<file path="src/verilog/rv_isa_pkg.sv">
`default_nettype none

package rv_isa_pkg;

    // ------------------------------------------------------------------------
    // Datapath widths
    // ------------------------------------------------------------------------
    localparam int CPU_WIDTH      = 32;
    localparam int REG_ADDR_WIDTH = 5;
    localparam int OPCODE_WIDTH   = 7;
    localparam int SHAMT_WIDTH    = 5;

    // Word-addressed data memory
    localparam int DMEM_DEPTH = 64;
    localparam int DMEM_AW    = 6;

    // ------------------------------------------------------------------------
    // Major opcodes, inst[6:0]
    // ------------------------------------------------------------------------
    typedef enum logic [OPCODE_WIDTH-1:0] {
        OP     = 7'b0110011,
        OP_IMM = 7'b0010011,
        LOAD   = 7'b0000011,
        STORE  = 7'b0100011,
        LUI    = 7'b0110111
    } opcode_e;

    // ALU operations as chosen by decode
    typedef enum logic [3:0] {
        ADD    = 4'd0,
        SUB    = 4'd1,
        AND    = 4'd2,
        OR     = 4'd3,
        XOR    = 4'd4,
        SLL    = 4'd5,
        SRL    = 4'd6,
        SRA    = 4'd7,
        SLT    = 4'd8,
        SLTU   = 4'd9,
        PASS_B = 4'd10
    } alu_op_e;

endpackage

`default_nettype wire

</file>
<file path="src/verilog/rv_pipe_pkg.sv">
`default_nettype none

package rv_pipe_pkg;

    // ------------------------------------------------------------------------
    // Pipeline control
    // ------------------------------------------------------------------------
    typedef enum logic [1:0] {
        FLOW_WORK    = 2'b00,
        FLOW_STOP    = 2'b01,
        FLOW_REFRESH = 2'b10
    } flow_e;

    // Destination of a result, NONE marks a bubble
    typedef enum logic [1:0] {
        RESCTRL_REG  = 2'b00,
        RESCTRL_MEM  = 2'b01,
        RESCTRL_NONE = 2'b11
    } resctrl_e;

    // ------------------------------------------------------------------------
    // Stage payloads
    // ------------------------------------------------------------------------
    typedef struct packed {
        logic                                  valid;
        logic [rv_isa_pkg::CPU_WIDTH-1:0]      inst;
        logic [rv_isa_pkg::CPU_WIDTH-1:0]      pc;
        logic [rv_isa_pkg::CPU_WIDTH-1:0]      rs1_data;
        logic [rv_isa_pkg::CPU_WIDTH-1:0]      rs2_data;
        logic [rv_isa_pkg::CPU_WIDTH-1:0]      imm;
        rv_isa_pkg::alu_op_e                   alu_op;
        logic                                  use_imm;
        resctrl_e                              res_op;
        logic                                  reg_wr_en;
        logic [rv_isa_pkg::REG_ADDR_WIDTH-1:0] reg_wr_addr;
    } ex_req_t;

    // Held in the EX/MEM register
    typedef struct packed {
        logic                                  valid;
        logic [rv_isa_pkg::CPU_WIDTH-1:0]      inst;
        logic [rv_isa_pkg::CPU_WIDTH-1:0]      pc;
        logic [rv_isa_pkg::CPU_WIDTH-1:0]      alu_res;
        logic [rv_isa_pkg::CPU_WIDTH-1:0]      rs2_data;
        resctrl_e                              res_op;
        logic                                  is_load;
        logic                                  reg_wr_en;
        logic [rv_isa_pkg::REG_ADDR_WIDTH-1:0] reg_wr_addr;
    } ex_res_t;

    typedef struct packed {
        logic                                  valid;
        logic                                  reg_wr_en;
        logic [rv_isa_pkg::REG_ADDR_WIDTH-1:0] reg_wr_addr;
        logic [rv_isa_pkg::CPU_WIDTH-1:0]      wr_data;
        logic [rv_isa_pkg::CPU_WIDTH-1:0]      pc;
    } wb_t;

    // Empty slot loaded on reset and refresh
    localparam ex_res_t EX_RES_BUBBLE = '{
        valid:       1'b0,
        inst:        '0,
        pc:          '0,
        alu_res:     '0,
        rs2_data:    '0,
        res_op:      RESCTRL_NONE,
        is_load:     1'b0,
        reg_wr_en:   1'b0,
        reg_wr_addr: '0
    };

endpackage

`default_nettype wire
</file>
<file path="src/verilog/ex_mem_reg.sv">
`timescale 1ns/100ps
`default_nettype none

module ex_mem_reg (
    input  logic                 clk,
    input  logic                 rst_n,
    input  rv_pipe_pkg::flow_e   flow_i,
    input  rv_pipe_pkg::ex_res_t ex_res_i,
    input  logic                 acc_mem_pre_i,
    output rv_pipe_pkg::ex_res_t mem_req_o,
    output logic                 acc_mem_o,
    output logic                 mem_fire_o
);

    rv_pipe_pkg::ex_res_t mem_req_q;
    logic                 acc_mem_q;
    logic                 mem_fire_q;

    // ------------------------------------------------------------------------
    // EX/MEM register under the flow command
    // ------------------------------------------------------------------------
    always_ff @(posedge clk) begin
        if (!rst_n) begin
            mem_req_q  <= rv_pipe_pkg::EX_RES_BUBBLE;
            acc_mem_q  <= 1'b0;
            mem_fire_q <= 1'b0;
        end else begin
            case (flow_i)
                rv_pipe_pkg::FLOW_WORK: begin
                    mem_req_q  <= ex_res_i;
                    acc_mem_q  <= acc_mem_pre_i;
                    mem_fire_q <= ex_res_i.valid;
                end
                rv_pipe_pkg::FLOW_STOP: begin
                    // Contents hold, fire drops so the
                    // held item is not performed again
                    mem_req_q  <= mem_req_q;
                    acc_mem_q  <= acc_mem_q;
                    mem_fire_q <= 1'b0;
                end
                default: begin
                    // Refresh, and any unknown command, flushes the slot
                    mem_req_q  <= rv_pipe_pkg::EX_RES_BUBBLE;
                    acc_mem_q  <= 1'b0;
                    mem_fire_q <= 1'b0;
                end
            endcase
        end
    end

    assign mem_req_o  = mem_req_q;
    assign acc_mem_o  = acc_mem_q;
    assign mem_fire_o = mem_fire_q;

endmodule

`default_nettype wire

</file>
<file path="src/verilog/ex_mem_top.sv">
`timescale 1ns/100ps
`default_nettype none

module ex_mem_top (
    input  logic                 clk,
    input  logic                 rst_n,
    input  rv_pipe_pkg::flow_e   flow_i,
    input  rv_pipe_pkg::ex_req_t ex_req_i,
    output logic                 acc_mem_pre_o,
    output rv_pipe_pkg::wb_t     wb_o
);

    rv_pipe_pkg::ex_res_t ex_res;
    rv_pipe_pkg::ex_res_t mem_req;
    logic                 acc_mem;
    logic                 mem_fire;

    // Execute
    exec_alu i_exec_alu (
        .ex_req_i      (ex_req_i),
        .ex_res_o      (ex_res),
        .acc_mem_pre_o (acc_mem_pre_o)
    );

    // EX/MEM boundary
    ex_mem_reg i_ex_mem_reg (
        .clk           (clk),
        .rst_n         (rst_n),
        .flow_i        (flow_i),
        .ex_res_i      (ex_res),
        .acc_mem_pre_i (acc_mem_pre_o),
        .mem_req_o     (mem_req),
        .acc_mem_o     (acc_mem),
        .mem_fire_o    (mem_fire)
    );

    // Memory access and writeback
    mem_access i_mem_access (
        .clk        (clk),
        .rst_n      (rst_n),
        .mem_req_i  (mem_req),
        .acc_mem_i  (acc_mem),
        .mem_fire_i (mem_fire),
        .wb_o       (wb_o)
    );

endmodule

`default_nettype wire

</file>
<file path="src/verilog/exec_alu.sv">
`timescale 1ns/100ps
`default_nettype none

module exec_alu (
    input  rv_pipe_pkg::ex_req_t ex_req_i,
    output rv_pipe_pkg::ex_res_t ex_res_o,
    output logic                 acc_mem_pre_o
);

    rv_isa_pkg::opcode_e                  opcode;
    logic [rv_isa_pkg::CPU_WIDTH-1:0]     op_a;
    logic [rv_isa_pkg::CPU_WIDTH-1:0]     op_b;
    logic [rv_isa_pkg::SHAMT_WIDTH-1:0]   shamt;
    logic [rv_isa_pkg::CPU_WIDTH-1:0]     alu_res;

    assign opcode = rv_isa_pkg::opcode_e'(ex_req_i.inst[rv_isa_pkg::OPCODE_WIDTH-1:0]);

    // Operand select
    assign op_a  = ex_req_i.rs1_data;
    assign op_b  = ex_req_i.use_imm ? ex_req_i.imm : ex_req_i.rs2_data;
    assign shamt = op_b[rv_isa_pkg::SHAMT_WIDTH-1:0];

    // ------------------------------------------------------------------------
    // ALU, also forms the load/store address
    // ------------------------------------------------------------------------
    always_comb begin
        case (ex_req_i.alu_op)
            rv_isa_pkg::ADD:    alu_res = op_a + op_b;
            rv_isa_pkg::SUB:    alu_res = op_a - op_b;
            rv_isa_pkg::AND:    alu_res = op_a & op_b;
            rv_isa_pkg::OR:     alu_res = op_a | op_b;
            rv_isa_pkg::XOR:    alu_res = op_a ^ op_b;
            rv_isa_pkg::SLL:    alu_res = op_a << shamt;
            rv_isa_pkg::SRL:    alu_res = op_a >> shamt;
            rv_isa_pkg::SRA:    alu_res = $signed(op_a) >>> shamt;
            rv_isa_pkg::SLT: begin
                alu_res = {{(rv_isa_pkg::CPU_WIDTH-1){1'b0}}, $signed(op_a) < $signed(op_b)};
            end
            rv_isa_pkg::SLTU: begin
                alu_res = {{(rv_isa_pkg::CPU_WIDTH-1){1'b0}}, op_a < op_b};
            end
            // LUI, immediate already shifted by decode
            rv_isa_pkg::PASS_B: alu_res = op_b;
            default:            alu_res = '0;
        endcase
    end

    // Early memory-access flag, a load still targets the register file
    assign acc_mem_pre_o = (ex_req_i.res_op == rv_pipe_pkg::RESCTRL_MEM) ||
                           ((ex_req_i.res_op == rv_pipe_pkg::RESCTRL_REG) &&
                            (opcode == rv_isa_pkg::LOAD));

    // ------------------------------------------------------------------------
    // Result payload
    // ------------------------------------------------------------------------
    always_comb begin
        ex_res_o.valid       = ex_req_i.valid;
        ex_res_o.inst        = ex_req_i.inst;
        ex_res_o.pc          = ex_req_i.pc;
        ex_res_o.alu_res     = alu_res;
        ex_res_o.rs2_data    = ex_req_i.rs2_data;
        ex_res_o.res_op      = ex_req_i.res_op;
        ex_res_o.is_load     = (opcode == rv_isa_pkg::LOAD);
        ex_res_o.reg_wr_en   = ex_req_i.reg_wr_en;
        ex_res_o.reg_wr_addr = ex_req_i.reg_wr_addr;
    end

endmodule

`default_nettype wire

</file>
<file path="src/verilog/mem_access.sv">
`timescale 1ns/100ps
`default_nettype none

module mem_access (
    input  logic                 clk,
    input  logic                 rst_n,
    input  rv_pipe_pkg::ex_res_t mem_req_i,
    input  logic                 acc_mem_i,
    input  logic                 mem_fire_i,
    output rv_pipe_pkg::wb_t     wb_o
);

    logic [rv_isa_pkg::CPU_WIDTH-1:0] dmem [rv_isa_pkg::DMEM_DEPTH];

    logic [rv_isa_pkg::DMEM_AW-1:0]   word_addr;
    logic [rv_isa_pkg::CPU_WIDTH-1:0] rd_data;
    logic [rv_isa_pkg::CPU_WIDTH-1:0] wb_data;
    logic                             store_en;
    rv_pipe_pkg::wb_t                 wb_q;

    // Word index, byte offset dropped
    assign word_addr = mem_req_i.alu_res[rv_isa_pkg::DMEM_AW+1:2];

    assign store_en = mem_fire_i && acc_mem_i &&
                      (mem_req_i.res_op == rv_pipe_pkg::RESCTRL_MEM);

    // ------------------------------------------------------------------------
    // Data memory
    // ------------------------------------------------------------------------
    always_ff @(posedge clk) begin
        if (!rst_n) begin
            for (int i = 0; i < rv_isa_pkg::DMEM_DEPTH; i++) begin
                dmem[i] <= '0;
            end
        end else if (store_en) begin
            dmem[word_addr] <= mem_req_i.rs2_data;
        end
    end

    // Load data seen before the store edge
    assign rd_data = dmem[word_addr];
    assign wb_data = mem_req_i.is_load ? rd_data : mem_req_i.alu_res;

    // ------------------------------------------------------------------------
    // Writeback register
    // ------------------------------------------------------------------------
    always_ff @(posedge clk) begin
        if (!rst_n) begin
            wb_q.valid     <= 1'b0;
            wb_q.reg_wr_en <= 1'b0;
        end else begin
            wb_q.valid     <= mem_fire_i;
            wb_q.reg_wr_en <= mem_fire_i & mem_req_i.reg_wr_en;
        end
        wb_q.reg_wr_addr <= mem_req_i.reg_wr_addr;
        wb_q.wr_data     <= wb_data;
        wb_q.pc          <= mem_req_i.pc;
    end

    assign wb_o = wb_q;

endmodule

`default_nettype wire

</file>
<file path="config.mk">
export PLATFORM = sky130hd
export DESIGN_NAME = ex_mem_top
export DESIGN_NICKNAME = d
export VERILOG_FILES = /design/src/verilog/rv_isa_pkg.sv /design/src/verilog/rv_pipe_pkg.sv /design/src/verilog/ex_mem_reg.sv /design/src/verilog/ex_mem_top.sv /design/src/verilog/exec_alu.sv /design/src/verilog/mem_access.sv
export SDC_FILE = /design/constraint.sdc
export NUM_CORES = 2
export LEC_CHECK = 0
export BUFFER_PORTS_ARGS = -buffer_cell sky130_fd_sc_hd__buf_2
export CELL_PAD_IN_SITES_DETAIL_PLACEMENT = 0
export CELL_PAD_IN_SITES_GLOBAL_PLACEMENT = 1
export CORE_MARGIN = 1.5
export CORE_UTILIZATION = 53
export CTS_CLUSTER_SIZE = 24
export DETAILED_ROUTE_END_ITERATION = 16
export PLACE_DENSITY_LB_ADDON = 0.05
export RECOVER_POWER = 100
export SLEW_MARGIN = 20
export SYNTH_ARGS = -nofsm -noshare
export SYNTH_HDL_FRONTEND = slang
export SYNTH_SLANG_ARGS = --single-unit
</file>
<file path="constraint.sdc">
create_clock -name clk -period 7.83 [get_ports clk]
set_input_delay 2.349 -clock clk [delete_from_list [all_inputs] [get_ports clk]]
set_output_delay 2.349 -clock clk [all_outputs]
set_load 0.01 [all_outputs]
</file>
==> flow_metrics.py <==
metrics = {
    "power": {
        "switchingPower_w": 0.00641,
        "sequentialPowerShare_pct": 51.0,
        "powerDensity_nw_per_um2": 224,
        "vdd_drop_max_mv": 0.234,
        "comb_power_share_pct": 8.8,
        "internal_power_w": 0.0201,
        "swShare_pct": 24.2,
        "p_clk_share_pct": 40.2,
        "power_leakage_nw": 40.8,
    },
    "critical_path": {
        "path_buf_inv": 4,
        "reg2regPathDepth": 6,
        "path_class": "in2reg",
        "cp_common_cell": "a31oi_1",
        "worstPathMaxFanout": 35,
        "critPathTopFamily": "compound AO/OA/AOI/OAI gates",
        "crit_chain": "buf_2 > buf_12 > mux2i_4 > buf_4 > clkbuf_1 > nor2_1 > o311a_1 > a31oi_1 > a2111oi_0 > a31oi_1 > o311ai_0 > a221o_1",
        "startpoint_type": "input pin",
        "crit_path_end_kind": "register",
        "critPathArrivalTime_ps": 7670,
        "crit_cells": 12,
        "crit_required_ps": 8570,
        "max_stage_delay_ps": 1200,
        "critPathSlowestCell": "clkbuf_1",
    },
    "placement": {
        "dp.cells": 9797,
        "port_buffers": 224,
        "dp_hpwl_um": 213000,
        "gp_congestion": 0.949,
    },
    "yosys": {
        "synth_xor_area_share_pct": 0.0980,
        "synth-edff-count": 2048,
        "yosysMostFrequentCell": "and2_1",
        "yosys.area.top_type_share_pct": 57.3,
        "yosysTopAreaCell": "edfxtp_1",
        "avgSynthCellArea_sq_um": 14.5,
        "ys_ff_latch": 2232,
        "synth_area_leaders": "edfxtp_1 (57%), mux4_2 (14%), and2_1 (12%)",
        "synthMuxAreaShare_pct": 16.2,
        "yosys.area_share.simple_pct": 14.3,
        "syn_inst": 7387,
        "synthFlopType": "edfxtp_1",
        "synthAdderAreaFrac_pct": 1.18,
        "synth_compound_area_share_pct": 4.42,
        "syn-num-nets": 7665,
        "synth_top_family_by_area": "multiplexers",
        "ys_top_cells_by_count": "and2_1 (2054), edfxtp_1 (2048), mux4_2 (678), clkbuf_1 (615), nor2_1 (232)",
        "synthDistinctLibCells": 79,
        "netlist_area_sq_um": 107000,
        "yosysWarnings": 0,
        "synth_seq_area_share_pct": 60.8,
        "async_flop_share_pct": 0,
    },
    "routing": {
        "drtPass1Iterations": 5,
        "drc": 0,
        "antenna_left": 0,
        "routed_wirelength_um": 349000,
        "drt-initial-drc-count": 8432,
        "vias_per_cell": 6.35,
        "num_vias": 64951,
        "avgRoutedWirePerCell_um": 34.1,
    },
    "sta": {
        "worst_slew_pin_slew_ps": 3010,
        "rsz0062_at_grt": "false",
        "max_freq_mhz": 144,
        "period_share_pct": 88.5,
        "relSlewSlack_pct": -101,
        "fin_crit_ps": 6930,
        "hold_viol_final": 0,
        "skew_ps": 48.6,
        "finalSetupTns_ps": 0,
        "finalSetupViolations": 0,
        "slew_viol_final": 3529,
    },
    "floorplanning": {
        "die_y_um": 453,
        "initial_core_util_pct": 53.5,
        "core_sq_um": 200000,
        "fp.dieArea_sq_um": 205000,
        "fp.dieW_um": 453,
        "num_io_pins": 250,
        "rows": 164,
    },
    "clock_network": {
        "ctsResizeCount": 0,
        "clk_latency_ps": 890,
        "h-tree-depth": 4,
        "root_buffer": "clkbuf_16",
        "postCtsSetupBuffers": 0,
        "clock-sinks": 2232,
        "clk_pin_slew_worst_paths_ps": 70,
        "cts_tree": "built",
        "cts.path.max_buffers": 3,
        "ctsHoldBuffers": 0,
        "cts_buffers": 227,
    },
    "grt": {
        "grt_usage_pct": 34.0,
        "grt_pass1_wl_um": 488000,
        "antenna_found_initial": 35,
        "grt_pass1_vias": 63915,
        "grt-ovfl-total": 0,
        "grt_max_degree": 122,
    },
    "run_status": {
        "status": "finished, violations left",
        "violations": "capacitance limit, slew limit",
    },
    "final_layout": {
        "final_nets": 7649,
        "final_layout_size_suffix_gt1_share_pct": 19.3,
        "syn2layout_area_growth_pct": 10.4,
        "instances_no_fill": 10227,
    },
    "flow_run": {
        "cap_violations": 123,
    },
    "worst_hold_path": {
        "min_path_type": "reg2reg",
        "worstHoldPathCells": 0,
    },
}
==> final cells by class <==
class	count	area (sq um)
inverters	96	363
diodes	14	35.0
multi-input cells	4326	39500
flip-flops and latches	2232	65200
repair buffers	488	2710
clock inverters	123	1070
fillers	15424	82100
clock buffers	292	6150
well taps	2656	3320
==> cell families after synthesis <==
kind of cell	Yosys count
flops	2232
xor+xnor	12
mux	875
simple gates	2631
compound gates	708
buf+inv	829
fa+ha+maj	100
==> per-stage QoR <==
| step | area (sq um) | utilization [%] | setup slack [ps] | total power (W) | hold WS (ps) |
|---|---|---|---|---|---|
| 2_1_floorplan | 107000 | - | 1320 | 0.0151 | 332 |
| 5_1_grt | 118000 | 59.1 | 834 | 0.0272 | 357 |
| 6_report | 118000 | 59.1 | 900 | 0.0265 | 346 |
| 3_5_place_dp | 112000 | 55.9 | 1240 | 0.0161 | 339 |
| 4_1_cts | 119000 | 59.5 | 1740 | 0.0266 | 347 |
| 3_3_place_gp | 112000 | 55.9 | 1170 | 0.0160 | 333 |
==> routing by layer <==
layer  global-route usage (%)  share of wire, %  vias up
li1                         -                 -    27364
met1                     47.4                40    33783
met2                     53.2                47     3140
met3                     6.94               9.5      638
met4                     12.3               4.3       26
met5                        0              0.10        -
==> path summary, 6_finish.rpt <==
| path | endpoint | from | slack (ps) |
|---|---|---|---|
| min reg2reg | i_mem_access.wb_o[12]$_DFF_P_ | i_ex_mem_reg.mem_req_o[85]$_SDFFE_PN0N_ | 350 |
| max reg2reg | i_mem_access.wb_o[43]$_DFF_P_ | register | 1280 |
| max | i_ex_mem_reg.mem_req_o[41]$_SDFFE_PN0N_ | ex_req_i[8] | 900 |
| min | i_mem_access.wb_o[12]$_DFF_P_ | i_ex_mem_reg.mem_req_o[85]$_SDFFE_PN0N_ | 350 |
==> cells in the final DEF (no fill, tap or decap), types with 143 or more instances in the layout <==
cell,synthesis,final
mux2i_1,145,143
nand2_1,179,178
and2_0,0,1007
edfxtp_1,2048,2048
nor2_1,232,170
and2_1,2054,1047
dfxtp_1,184,146
clkbuf_1,615,264
buf_2,70,151
mux4_2,678,678
clkbuf_16,0,237
==> flip-flops by register name (all words and copies together), names as in the netlist, named ones only <==
signal	count
i_ex_mem_reg.acc_mem_o	1
i_ex_mem_reg.mem_fire_o	1
i_ex_mem_reg.mem_req_o	105
i_mem_access.dmem	2048
i_mem_access.wb_o	71
==> power groups by stage <==
| stage | combinational, W | sequential (W) | clock (W) |
|---|---|---|---|
| 6_report | 0.00233 | 0.0135 | 0.0107 |
| 5_1_grt | 0.00243 | 0.0136 | 0.0112 |
| 4_1_cts | 0.00233 | 0.0135 | 0.0108 |
| 3_5_place_dp | 0.00233 | 0.0138 | 0 |
| 3_3_place_gp | 0.00232 | 0.0137 | 0 |
| 2_1_floorplan | 0.00132 | 0.0137 | 0 |
No activity file was read; power rests on OpenSTA's default activity.
